File: src/common/fp_format_pkg.sv
package fp_format_pkg;

    // bfloat16-style word: 1 sign, 8 exponent, 7 fraction
    localparam int EXP_W  = 8;
    localparam int FRAC_W = 7;
    localparam int SIG_W  = FRAC_W + 1;   // with hidden one
    localparam int WORD_W = 1 + EXP_W + FRAC_W;

    localparam int EXP_BIAS = 127;

    localparam logic [EXP_W-1:0] EXP_MAX = '1;   // inf / nan exponent

    // canonical quiet nan payload
    localparam logic [FRAC_W-1:0] QNAN_FRAC = FRAC_W'(1);

    typedef struct packed {
        logic              sign;
        logic [EXP_W-1:0]  exp;
        logic [FRAC_W-1:0] frac;
    } fp_fields_t;

    // same word seen either as raw bits or as its fields
    typedef union packed {
        logic [WORD_W-1:0] raw;
        fp_fields_t        fields;
    } fp_word_u;

endpackage

File: src/common/mult_ctrl_pkg.sv
package mult_ctrl_pkg;

    // encoding follows the round_mode pins
    typedef enum logic [1:0] {
        RND_NEAREST_EVEN = 2'd0,
        RND_ZERO         = 2'd1,
        RND_DOWN         = 2'd2,   // toward -inf
        RND_UP           = 2'd3    // toward +inf
    } round_mode_e;

    // oor[2] zero, oor[1] inf, oor[0] nan
    typedef struct packed {
        logic is_zero;
        logic is_inf;
        logic is_nan;
    } oor_flags_t;

    // start edge to done edge
    // SIG_W add-shift steps, mul_valid, two norm/round stages, output reg
    localparam int MULT_LATENCY = fp_format_pkg::SIG_W + 4;

endpackage

File: src/common/fp_class_if.sv
`timescale 1ns/1ps

// operand class, latched at start and held until the next accepted start
interface fp_class_if ();

    logic is_nan;    // nan operand or 0 * inf
    logic is_inf;
    logic is_zero;
    logic sign;      // xor of operand signs

    modport src (
        output is_nan, is_inf, is_zero, sign
    );

    modport dst (
        input is_nan, is_inf, is_zero, sign
    );

endinterface

File: src/common/fp_prod_if.sv
`timescale 1ns/1ps

// rounded finite result, one valid pulse per operation
interface fp_prod_if import fp_format_pkg::*; ();

    logic              valid;
    logic              sign;
    logic [EXP_W-1:0]  exp;        // final biased exponent
    logic [FRAC_W-1:0] frac;
    logic              overflow;   // biased exp reached EXP_MAX
    logic              underflow;  // biased exp at or below zero

    modport src (
        output valid, sign, exp, frac, overflow, underflow
    );

    modport dst (
        input valid, sign, exp, frac, overflow, underflow
    );

endinterface

File: src/design/operand_classifier.sv
`timescale 1ns/1ps

module operand_classifier import fp_format_pkg::*; import mult_ctrl_pkg::*; (
    input  logic     clk,
    input  logic     reset,
    input  logic     start,
    input  fp_word_u x,
    input  fp_word_u y,
    fp_class_if.src  cls
);

    localparam int CNT_W = $clog2(MULT_LATENCY);

    logic [CNT_W-1:0] busy_cnt;
    logic             accept;
    logic             x_nan, x_inf, x_zero;
    logic             y_nan, y_inf, y_zero;
    logic             pair_nan;

    assign accept = start && (busy_cnt == '0);   // starts while busy are dropped

    // exponent zero counts as zero
    assign x_zero = (x.fields.exp == '0);
    assign y_zero = (y.fields.exp == '0);
    assign x_inf  = (x.fields.exp == EXP_MAX) && (x.fields.frac == '0);
    assign y_inf  = (y.fields.exp == EXP_MAX) && (y.fields.frac == '0);
    assign x_nan  = (x.fields.exp == EXP_MAX) && (x.fields.frac != '0);
    assign y_nan  = (y.fields.exp == EXP_MAX) && (y.fields.frac != '0);

    assign pair_nan = x_nan || y_nan || (x_zero && y_inf) || (x_inf && y_zero);

    always_ff @(posedge clk or posedge reset) begin
        if (reset) begin
            busy_cnt    <= '0;
            cls.is_nan  <= 1'b0;
            cls.is_inf  <= 1'b0;
            cls.is_zero <= 1'b0;
            cls.sign    <= 1'b0;
        end else begin
            if (accept) begin
                busy_cnt    <= CNT_W'(1);
                cls.is_nan  <= pair_nan;
                cls.is_inf  <= (x_inf || y_inf) && !pair_nan;
                cls.is_zero <= (x_zero || y_zero) && !pair_nan;
                cls.sign    <= x.fields.sign ^ y.fields.sign;
            end else if (busy_cnt != '0) begin
                // free again on the edge that registers done
                busy_cnt <= (busy_cnt == CNT_W'(MULT_LATENCY - 1)) ? '0 : busy_cnt + 1'b1;
            end
        end
    end

    // inf times zero must already have turned into nan
    a_class_onehot: assert property (@(posedge clk) disable iff (reset)
        $onehot0({cls.is_nan, cls.is_inf, cls.is_zero}));

    // class must hold for the whole operation
    a_class_stable: assert property (@(posedge clk) disable iff (reset)
        $changed({cls.is_nan, cls.is_inf, cls.is_zero, cls.sign}) |-> $past(start));

endmodule

File: src/sig_datapath/shift_add_multiplier.sv
`timescale 1ns/1ps

module shift_add_multiplier import fp_format_pkg::*; #(
    parameter int WIDTH = 8
) (
    input  logic                     clk,
    input  logic                     reset,
    input  logic                     start,
    input  logic [WIDTH-1:0]         sig_a,       // hidden one already attached
    input  logic [WIDTH-1:0]         sig_b,
    input  logic signed [EXP_W+1:0]  exp_sum_in,
    output logic                     busy,
    output logic                     mul_valid,
    output logic [2*WIDTH-1:0]       mul_product,
    output logic signed [EXP_W+1:0]  exp_sum
);

    // busy covers the whole operation so later stages never get overrun
    localparam int SPAN  = WIDTH + 4;
    localparam int CNT_W = $clog2(SPAN);

    logic [CNT_W-1:0]   cnt;
    logic [WIDTH-1:0]   mcand;
    logic [2*WIDTH-1:0] acc;        // upper half partial sum, lower half multiplier
    logic [WIDTH:0]     upper_sum;
    logic               accept;

    assign busy   = (cnt != '0);
    assign accept = start && !busy;

    // add multiplicand when the current multiplier bit is set
    assign upper_sum = {1'b0, acc[2*WIDTH-1:WIDTH]} + (acc[0] ? {1'b0, mcand} : '0);

    always_ff @(posedge clk or posedge reset) begin
        if (reset) begin
            cnt       <= '0;
            mul_valid <= 1'b0;
        end else begin
            mul_valid <= 1'b0;
            if (accept) begin
                cnt <= CNT_W'(1);
            end else if (busy) begin
                cnt <= (cnt == CNT_W'(SPAN - 1)) ? '0 : cnt + 1'b1;
            end
            if (cnt == CNT_W'(WIDTH + 1)) begin
                mul_valid <= 1'b1;   // all WIDTH steps done
            end
        end
    end

    always_ff @(posedge clk) begin
        if (accept) begin
            acc     <= {{WIDTH{1'b0}}, sig_b};
            mcand   <= sig_a;
            exp_sum <= exp_sum_in;   // travels with the product
        end else if (busy && (cnt <= CNT_W'(WIDTH))) begin
            acc <= {upper_sum, acc[WIDTH-1:1]};   // add then shift right
        end
    end

    assign mul_product = acc;

    a_valid_pulse: assert property (@(posedge clk) disable iff (reset)
        mul_valid |=> !mul_valid);

    // set on edge WIDTH+1 after start, seen one sample later
    a_valid_timing: assert property (@(posedge clk) disable iff (reset)
        accept |-> ##(WIDTH + 2) mul_valid);

endmodule

File: src/sig_datapath/norm_round.sv
`timescale 1ns/1ps

module norm_round import fp_format_pkg::*; import mult_ctrl_pkg::*; (
    input  logic                    clk,
    input  logic                    reset,
    input  logic                    mul_valid,
    input  logic [2*SIG_W-1:0]      mul_product,
    input  logic signed [EXP_W+1:0] exp_sum,      // ex + ey, bias still in
    fp_class_if.dst                 cls,
    input  round_mode_e             round_mode,
    fp_prod_if.src                  prod
);

    // stage one signals
    logic                    top_bit;
    logic [SIG_W-1:0]        sig_trunc;
    logic                    guard;
    logic                    sticky;
    logic                    round_inc;
    logic signed [EXP_W+1:0] exp_norm;

    // stage one registers
    logic                    s1_valid;
    logic [SIG_W:0]          s1_sig;     // extra bit catches rounding carry
    logic signed [EXP_W+1:0] s1_exp;

    // stage two signals
    logic                    carry;
    logic signed [EXP_W+1:0] exp_fin;
    logic [FRAC_W-1:0]       frac_fin;

    // product of two 1.x values lies in [1, 4)
    always_comb begin
        top_bit = mul_product[2*SIG_W-1];
        if (top_bit) begin
            sig_trunc = mul_product[2*SIG_W-1 -: SIG_W];
            guard     = mul_product[SIG_W-1];
            sticky    = |mul_product[SIG_W-2:0];
        end else begin
            sig_trunc = mul_product[2*SIG_W-2 -: SIG_W];
            guard     = mul_product[SIG_W-2];
            sticky    = |mul_product[SIG_W-3:0];
        end

        exp_norm = exp_sum - (EXP_W+2)'(EXP_BIAS) + $signed({{(EXP_W+1){1'b0}}, top_bit});

        case (round_mode)
            RND_NEAREST_EVEN: round_inc = guard && (sticky || sig_trunc[0]);
            RND_ZERO:         round_inc = 1'b0;
            RND_DOWN:         round_inc = (guard || sticky) && cls.sign;
            default:          round_inc = (guard || sticky) && !cls.sign;   // toward +inf
        endcase
    end

    // carry out of rounding means the significand became 10.000..0
    assign carry    = s1_sig[SIG_W];
    assign exp_fin  = s1_exp + $signed({{(EXP_W+1){1'b0}}, carry});
    assign frac_fin = carry ? s1_sig[FRAC_W:1] : s1_sig[FRAC_W-1:0];

    always_ff @(posedge clk or posedge reset) begin
        if (reset) begin
            s1_valid   <= 1'b0;
            prod.valid <= 1'b0;
        end else begin
            s1_valid   <= mul_valid;
            prod.valid <= s1_valid;
        end
    end

    always_ff @(posedge clk) begin
        if (mul_valid) begin
            s1_sig <= {1'b0, sig_trunc} + {{SIG_W{1'b0}}, round_inc};
            s1_exp <= exp_norm;
        end
        if (s1_valid) begin
            prod.sign      <= cls.sign;
            prod.exp       <= exp_fin[EXP_W-1:0];
            prod.frac      <= frac_fin;
            prod.overflow  <= (exp_fin >= $signed({2'b00, EXP_MAX}));
            prod.underflow <= (exp_fin <= 0);   // flush, no subnormals
        end
    end

endmodule

File: src/design/result_assembler.sv
`timescale 1ns/1ps

module result_assembler import fp_format_pkg::*; import mult_ctrl_pkg::*; (
    input  logic              clk,
    input  logic              reset,
    fp_class_if.dst           cls,
    fp_prod_if.dst            prod,
    input  round_mode_e       round_mode,
    output logic [WORD_W-1:0] p,
    output oor_flags_t        oor,
    output logic              done
);

    fp_word_u   word;
    oor_flags_t flags;
    logic       to_inf;   // overflow rounds to inf, else to max finite

    always_comb begin
        case (round_mode)
            RND_NEAREST_EVEN: to_inf = 1'b1;
            RND_ZERO:         to_inf = 1'b0;
            RND_DOWN:         to_inf = prod.sign;
            default:          to_inf = !prod.sign;
        endcase
    end

    // special cases first, in priority order
    always_comb begin
        word.raw = '0;
        if (cls.is_nan) begin
            word.fields.sign = cls.sign;
            word.fields.exp  = EXP_MAX;
            word.fields.frac = QNAN_FRAC;
        end else if (cls.is_inf) begin
            word.fields.sign = cls.sign;
            word.fields.exp  = EXP_MAX;
        end else if (cls.is_zero || prod.underflow) begin
            word.fields.sign = cls.sign;   // signed zero
        end else if (prod.overflow) begin
            word.fields.sign = prod.sign;
            if (to_inf) begin
                word.fields.exp = EXP_MAX;
            end else begin
                word.fields.exp  = EXP_MAX - 1'b1;   // largest finite
                word.fields.frac = '1;
            end
        end else begin
            word.fields.sign = prod.sign;
            word.fields.exp  = prod.exp;
            word.fields.frac = prod.frac;
        end
    end

    assign flags.is_zero = (word.fields.exp == '0) && (word.fields.frac == '0);
    assign flags.is_inf  = (word.fields.exp == EXP_MAX) && (word.fields.frac == '0);
    assign flags.is_nan  = (word.fields.exp == EXP_MAX) && (word.fields.frac != '0);

    always_ff @(posedge clk or posedge reset) begin
        if (reset) begin
            p    <= '0;
            oor  <= '0;
            done <= 1'b0;
        end else begin
            done <= prod.valid;
            if (prod.valid) begin
                p   <= word.raw;   // held until the next result
                oor <= flags;
            end
        end
    end

    // one operation in flight, so done pulses are a full latency apart
    a_done_spacing: assert property (@(posedge clk) disable iff (reset)
        done |=> !done [*MULT_LATENCY-1]);

endmodule

File: src/design/fp_mult_top.sv
`timescale 1ns/1ps

module fp_mult_top import fp_format_pkg::*; import mult_ctrl_pkg::*; (
    input  logic              clk,
    input  logic              reset,
    input  logic [WORD_W-1:0] x,
    input  logic [WORD_W-1:0] y,
    input  logic [1:0]        round_mode,
    input  logic              start,
    output logic [WORD_W-1:0] p,
    output logic [2:0]        oor,
    output logic              done
);

    fp_class_if cls_if ();
    fp_prod_if  prod_if ();

    logic                    mul_busy;
    logic                    mul_valid;
    logic [2*SIG_W-1:0]      mul_product;
    logic signed [EXP_W+1:0] exp_sum;

    operand_classifier u_operand_classifier (
        .clk   (clk),
        .reset (reset),
        .start (start),
        .x     (x),
        .y     (y),
        .cls   (cls_if.src)
    );

    // significands get their hidden one, exponents summed with bias intact
    shift_add_multiplier #(
        .WIDTH (SIG_W)
    ) u_shift_add_multiplier (
        .clk         (clk),
        .reset       (reset),
        .start       (start),
        .sig_a       ({1'b1, x[FRAC_W-1:0]}),
        .sig_b       ({1'b1, y[FRAC_W-1:0]}),
        .exp_sum_in  ($signed({2'b00, x[WORD_W-2 -: EXP_W]}) +
                      $signed({2'b00, y[WORD_W-2 -: EXP_W]})),
        .busy        (mul_busy),
        .mul_valid   (mul_valid),
        .mul_product (mul_product),
        .exp_sum     (exp_sum)
    );

    norm_round u_norm_round (
        .clk         (clk),
        .reset       (reset),
        .mul_valid   (mul_valid),
        .mul_product (mul_product),
        .exp_sum     (exp_sum),
        .cls         (cls_if.dst),
        .round_mode  (round_mode_e'(round_mode)),
        .prod        (prod_if.src)
    );

    result_assembler u_result_assembler (
        .clk        (clk),
        .reset      (reset),
        .cls        (cls_if.dst),
        .prod       (prod_if.dst),
        .round_mode (round_mode_e'(round_mode)),
        .p          (p),
        .oor        (oor),
        .done       (done)
    );

    // done is registered on edge MULT_LATENCY and sampled one edge later
    a_start_to_done: assert property (@(posedge clk) disable iff (reset)
        (start && !mul_busy) |-> ##(MULT_LATENCY + 1) done);

endmodule

File: config.mk
export PLATFORM = sky130hd
export DESIGN_NAME = fp_mult_top
export DESIGN_NICKNAME = d
export VERILOG_FILES = /design/src/common/fp_format_pkg.sv /design/src/common/mult_ctrl_pkg.sv /design/src/common/fp_class_if.sv /design/src/common/fp_prod_if.sv /design/src/design/operand_classifier.sv /design/src/sig_datapath/shift_add_multiplier.sv /design/src/sig_datapath/norm_round.sv /design/src/design/result_assembler.sv /design/src/design/fp_mult_top.sv
export SDC_FILE = /design/constraint.sdc
export NUM_CORES = 1
export LEC_CHECK = 0
export ABC_AREA = 1
export BUFFER_PORTS_ARGS = -buffer_cell sky130_fd_sc_hd__buf_2
export CELL_PAD_IN_SITES_DETAIL_PLACEMENT = 2
export CELL_PAD_IN_SITES_GLOBAL_PLACEMENT = 2
export CORE_MARGIN = 3
export CORE_UTILIZATION = 36
export DETAILED_ROUTE_END_ITERATION = 7
export PLACE_DENSITY_LB_ADDON = 0.1
export SYNTH_ARGS = -nofsm -noshare
export SYNTH_HDL_FRONTEND = slang
export SYNTH_SLANG_ARGS = --single-unit
File: constraint.sdc
create_clock -name clk -period 2.7 [get_ports clk]
set_input_delay 0.27 -clock clk [delete_from_list [all_inputs] [get_ports clk]]
set_output_delay 0.27 -clock clk [all_outputs]
set_load 0.05 [all_outputs]
# ---- Word level (Yosys, flattened, before mapping)
# Cells that the tools add are included.
# Widths: inputs -> output; s select.
dict set report op_classes {
  muxes 24
  order_cmp 3
  addsub 8
  bitwise 1
  reduce_logical 47
  eq_ne 8
}
# operator n
set ops {}
lappend ops {{$mux 7} 5}
lappend ops {{$mux 15} 2}
lappend ops {{$eq 8x8->1 const B} 3}
lappend ops {{$logic_not 8->1} 3}
lappend ops {{$mux 4} 6}
lappend ops {{$logic_not 7->1} 3}
lappend ops {{$reduce_bool 7->1} 3}
lappend ops {{$add 10x2->10} 2}
lappend ops {{$add 8x8->9} 2}
lappend ops {{$logic_and 1x1->1} 17}
lappend ops {{$mux 16} 1}
lappend ops {{$mux 8} 2}
lappend ops {{$eq 4x4->1 const B} 3}
lappend ops {{$ge 10x9->1 const B} 1}
lappend ops {{$le 10x1->1 const B} 1}
lappend ops {{$sub 10x8->10 const B} 1}
lappend ops {{$add 8x1->9} 1}
lappend ops {{$mux 9} 1}
lappend ops {{$add 4x1->4 const B} 2}
lappend ops {{$logic_or 1x1->1} 8}
lappend ops {{$reduce_bool 4->1} 2}
lappend ops {{$reduce_or 7->1} 1}
lappend ops {{$pmux 1 s3} 2}
lappend ops {{$reduce_bool 2->1} 3}
lappend ops {{9 further kinds} 16}
dict set report totals {
  register_bits 105
  elab_cells 116
  out_inout_bits 20
  in_bits 37
}

# ---- Depth between registers and ports, before layout
dict set report logic_depth {
  ltp_word 9
  mapped_depth 12
  ltp_nobuf 11
}

# ---- Cells and area by module
# A second synthesis with hierarchy kept.
dict set report unflattened {
  cells_unflattened 727
  area_unflattened_um2 6148.4
}
# mod n_inst cells_per_inst area_per_inst_um2
set by_module_without_submodules {}
lappend by_module_without_submodules {norm_round 1 222 2152.1}
lappend by_module_without_submodules {shift_add_multiplier 1 192 1870.5}
lappend by_module_without_submodules {result_assembler 1 146 1091.0}
lappend by_module_without_submodules {operand_classifier 1 106 650.6}
lappend by_module_without_submodules {fp_mult_top 1 61 384.1}

# ---- Worst setup path before layout
# OpenSTA, ideal clock, no wires.
dict set report synth_path {
  path_kind {register -> register}
  start {register u_shift_add_multiplier.acc[15] (netlist: u_shift_add_multiplier.mul_product[15])}
  end {register u_norm_round.s1_sig[6] (data pin)}
  t_arrival_ns 1.761
  path_slack_ns 0.672
  n_path_buf 1
  path_stages_with_launch 11
  period_less_slack_ns 2.028
  cell_sequence {dfxtp_1 > buf_6 > nand2_1 > o21ai_0 > nand3_1 > o22ai_1 > ha_1 > ha_1 > nand3b_1 > nand3b_1 > xor2_1}
}
dict set report synth_via {
  elab_chain_len 5
}
# item line
set synth_rtl {}
lappend synth_rtl {{from (decl)} shift_add_multiplier.sv:24} ;# logic [2*WIDTH-1:0] acc;
lappend synth_rtl {{from (signal assigned)} shift_add_multiplier.sv:53} ;# acc <= {{WIDTH{1'b0}}, sig_b};
lappend synth_rtl {{from (signal assigned)} shift_add_multiplier.sv:57} ;# acc <= {upper_sum, acc[WIDTH-1:1]};
lappend synth_rtl {{$mux 1 or $mux 8 (tied branches)} norm_round.sv:35} ;# if (top_bit) begin
lappend synth_rtl {{$logic_or 1x1->1, on equally long branches} {norm_round.sv:50, norm_round.sv:51, norm_round.sv:48}}
lappend synth_rtl {{$logic_and 1x1->1, on equally long branches} {norm_round.sv:51, norm_round.sv:48, norm_round.sv:50}}
lappend synth_rtl {{$pmux 1 s3} norm_round.sv:47} ;# case (round_mode)
lappend synth_rtl {{$add 8x1->9 (*)} norm_round.sv:72} ;# s1_sig <= {1'b0, sig_trunc} + {{SIG_W{1'b0}}, round_inc};
lappend synth_rtl {{to (signal assigned)} norm_round.sv:72}
lappend synth_rtl {{to (decl)} norm_round.sv:24} ;# logic [SIG_W:0] s1_sig;
# Every way passes the cells marked *; elsewhere a longest branch is shown, timed or not.
# A chain may end at the register's enable or synchronous reset.

# ---- Final worst setup path
dict set report layout_path {
  start {register u_shift_add_multiplier.acc[0] (netlist: u_shift_add_multiplier.mul_product[0])}
  end {register u_norm_round.s1_sig[6] (data pin)}
}
dict set report layout_via {
  elab_chain_len 6
}
# item line
set layout_rtl {}
lappend layout_rtl {{$reduce_or 7->1 or $reduce_or 6->1 (tied branches)} {norm_round.sv:38, norm_round.sv:42}}
lappend layout_rtl {{$mux 1 (*)} norm_round.sv:35}
lappend layout_rtl {{$logic_or 1x1->1, on equally long branches} {norm_round.sv:50, norm_round.sv:51, norm_round.sv:48}}
lappend layout_rtl {{$logic_and 1x1->1, on equally long branches} {norm_round.sv:51, norm_round.sv:48, norm_round.sv:50}}
lappend layout_rtl {{$pmux 1 s3 (*)} norm_round.sv:47}
lappend layout_rtl {{$add 8x1->9 (*)} norm_round.sv:72}
# Marked as above.

==> metrics.md <==
| Metric | Value |
|---|---|
| Run status | complete, no violations |
| Clock buffer depth | 2 |
| Post-synth top area cell | edfxtp_1 |
| Total of max-cap violations | 0 |
| Count of cell types in the netlist | 40 |
| Synth Register Bits | 104 |
| Antenna Nets Post-Route | 0 |
| Data required time at the worst endpoint | 2780 ps |
| Initial antenna violation count | 0 |
| First-pass GRT wire length | 23,700 um |
| Maximum number of pins on one net before global-route repair | 36 |
| Fmax achieved | 0.451 GHz |
| Area used by multi-input combinational logic | 2390 um^2 |
| CTS buffer count | 9 |
| Worst Hold Slack | 24.4 ps |
| Vias in the first global route | 4,942 |
| Cell area power density | 1050 nW/um^2 |
| Final setup fails | 0 |
| Internal power contribution | 0.00388 W |
| Endpoint class of the critical path | flip-flop |
| Combinational fraction of design power | 43.0% |
| Sum of overflow across all layers after global routing | 0 |
| Startpoint kind of the worst setup timing path | flip-flop |
| Worst IR Drop VDD | 0.444 mV |
| Final Slew Violations | 0 |
| Most common flop cell mapped by yosys | edfxtp_1 |
| Worst skew pair latency | 340 ps |
| Wire length after detailed routing | 13,600 um |
| Final RePlAce weighted congestion | 0.825 |
| HPWL reported at the end of detailed placement | 11,000 um |
| Number of buffers inserted for hold repair after clock tree synthesis | 0 |
| Final critical-path share of the clock period | 82.2% |
| Count of vias placed by the detailed router | 4,471 |
| Std cell rows | 45 |
| Total area of sequential cells | 2860 um^2 |
| Net switching share of the total power | 42.8% |
| Total cell area at the placement stage | 6170 um^2 |
| Syn_area_per_cell | 8.80 um^2 |
| Transition time of the tightest slew-check pin | 789 ps |
| Portion of the post-synthesis area used by sequential elements | 50.7% |
| Clk Tree Root Cell | clkbuf_16 |
| Number of cells produced by synthesis | 641 |
| Time the final worst path needs with I/O delays and setup | 2220 ps |
| Count of clock tree sinks | 104 |
| Arrival @ worst endpoint | 2300 ps |
| Count of instances resized after the clock tree is built | 0 |
| Category of the most critical setup path | flip-flop to flip-flop |
| Yosys warns | 0 |
| Leakage power | 2.98 nW |
| Setup slack of the most critical reg-to-reg path | 480 ps |
| Post-synth EDFFs | 60 |
| Area of the mapped netlist | 5640 um^2 |
| RSZ-0062 raised after global routing | no |
| Clock slew at the register clock pins of the worst setup and hold paths | 70 ps |
| Die Area | 17,200 um^2 |
| Die width | 131 um |
| Number of H-tree levels | 3 |
| Starting density of the core | 37.0% |
| Area inside the core boundary | 15,300 um^2 |
| Detailed-route vias per instance | 4.87 |
| Max Fanout on Critical Path | 9 |
| Post-route setup TNS | 0 ps |
| Share of post-route cells with drive strength above 1 | 13.0% |
| Inserted Diodes | 0 |
| Portion of synthesized cell area occupied by the leading cell type | 31.9% |
| Number of fill cells | 1,695 |
| Relative contribution of sequential cells to total power | 39.4% |
| Routed wire length per instance | 14.8 um |
| Post-CTS setup buffer count | 0 |
| Layout Area Growth over Synthesis | 14.2% |
| I/O Buffers | 56 |
| Starting DRT DRC Count | 110 |
| Final Instance Area | 6440 um^2 |
| GRT Util Overall | 16.6% |
| Switching Power | 0.00290 W |
| DRC Markers | 0 |
| Post-route clock skew | 9.02 ps |
| Vertical die dimension | 131 um |
| Boundary pin count | 57 |
| Number of optimization iterations in the first detailed-route pass | 4 |
| Part of the total power dissipated in the clock network | 17.7% |
| Number of nets produced by synthesis | 707 |
| Worst min-delay path class | input port to async pin |
| TritonCTS clock tree | yes |
| Share of flip-flops with an asynchronous set or reset | 33.7% |
| Slew headroom | 47.4% |
| Final Hold Fails | 0 |
| Biggest area contributors in the synthesized netlist | edfxtp_1 (32%), dfrtp_1 (16%), nand2_1 (9.8%) |
| # nets final | 769 |
==> critical path, stage by stage (launching register included) <==
cell and delay [ps]:
edfxtp_1 510, nor2_1 190, o21ai_0 130, nor3_1 210, o22ai_1 110, ha_1 200
ha_1 220, nand3b_1 130, nand3b_1 180, xor2_1 80
==> cell type report <==
class | count | share of cell area, %
Clock inverter | 1 | 0.117
Tap cell | 211 | 4.10
Sequential cell | 104 | 44.4
Timing Repair Buffer | 64 | 5.28
Multi-Input combinational cell | 437 | 37.1
Clock buffer | 15 | 4.00
Inverter | 87 | 5.07
==> cell families after synthesis <==
| group | Yosys count | share of synthesized area (%) |
|---|---|---|
| AO/OA/AOI/OAI | 88 | 8.63 |
| XOR/XNOR | 29 | 4.50 |
| adder cells (fa/ha/maj) | 29 | 6.70 |
| buffers and inverters | 100 | 7.08 |
| flip-flops | 104 | 50.7 |
| multiplexers | 1 | 0.200 |
| AND/OR/NAND/NOR | 290 | 22.2 |
==> routing by layer <==
layer / GRT usage (%) / up-vias / routed length (um)
li1: - / 2239 / -
met1: 20.5 / 2154 / 6140
met2: 29.9 / 67 / 6920
met3: 2.45 / 11 / 345
met5: 0 / - / 0
met4: 5.31 / 0 / 172
==> sequential cells by signal, indices dropped and copies added, names as in the netlist, 3 cells and up <==
| name | flops |
|---|---|
| u_result_assembler.p | 16 |
| u_shift_add_multiplier.mul_product | 16 |
| u_norm_round.s1_exp | 10 |
| u_norm_round.s1_sig | 9 |
| u_shift_add_multiplier.exp_sum | 9 |
| u_norm_round.prod.exp | 8 |
| u_norm_round.prod.frac | 7 |
| u_shift_add_multiplier.mcand | 7 |
| u_operand_classifier.busy_cnt | 4 |
| u_shift_add_multiplier.cnt | 4 |
| u_result_assembler.oor | 3 |
==> power by group through the flow <==
| stage | logic (W) | clock network (W) | registers, W |
|---|---|---|---|
| 2_1_floorplan | 0.00174 | 0 | 0.00307 |
| 3_3_place_gp | 0.00279 | 0 | 0.00268 |
| 3_5_place_dp | 0.00295 | 0 | 0.00271 |
| 4_1_cts | 0.00297 | 0.00124 | 0.00268 |
| 5_1_grt | 0.00335 | 0.00129 | 0.00275 |
| 6_report | 0.00291 | 0.00120 | 0.00267 |
==> placed cells by master, fill, tap and decap left out, drive strengths merged <==
cell type,n
nand3b,5
o211ai,5
nor2,70
or2,9
nor3,7
o31ai,1
inv,86
a22o,1
dfxtp,9
mux2,1
dfrtp,35
fa,2
edfxtp,60
clkbuf,15
a21oi,25
and3,1
o22ai,2
buf,64
clkinvlp,1
xor2,20
ha,27
o21ai,43
o21a,1
nand2,147
nand3,36
a311oi,1
a31oi,9
nand4,15
clkinv,1
xnor2,9
==> Yosys cell counts (2+ instances only) <==
master    instances
nand2_1         147
nor2_4            2
o211ai_1          5
inv_1            85
nor2_2            4
o21ai_2           2
nand3_1          36
edfxtp_1         60
xnor2_1           9
clkbuf_1          3
nor2_1           64
or2_1             3
a31oi_1           9
o21ai_0          38
o21ai_1           3
nand4_1          15
nor3_1            6
xor2_1           20
o22ai_1           2
buf_6             2
ha_1             27
a21oi_1          25
dfxtp_1           9
fa_1              2
buf_2             6
dfrtp_1          35
or2_2             5
nand3b_1          5
==> metrics by stage <==
stage	worst slack (ps)	instances	total power (W)	utilization, %
3_5_place_dp	434	903	0.00566	40.5
3_3_place_gp	577	903	0.00547	40.5
4_1_cts	434	919	0.00690	42.2
5_1_grt	259	919	0.00740	42.2
2_1_floorplan	672	641	0.00481	-
6_report	481	919	0.00678	42.2
==> final timing paths <==
kind,from,end,cells after the start
worst max-delay path,u_shift_add_multiplier.mul_product[0],u_norm_round.s1_sig[6],9
worst min-delay path,reset,u_result_assembler.p[1],3
worst max register to register,u_shift_add_multiplier.mul_product[0],u_norm_round.s1_sig[6],9
worst min register to register,u_result_assembler.oor[0],u_result_assembler.oor[0],2
max in group asynchronous,reset,u_operand_classifier.cls.is_zero,3
min in group clk,x[5],u_shift_add_multiplier.mcand[5],1
Note: power is estimated with default switching activity, not from simulation.
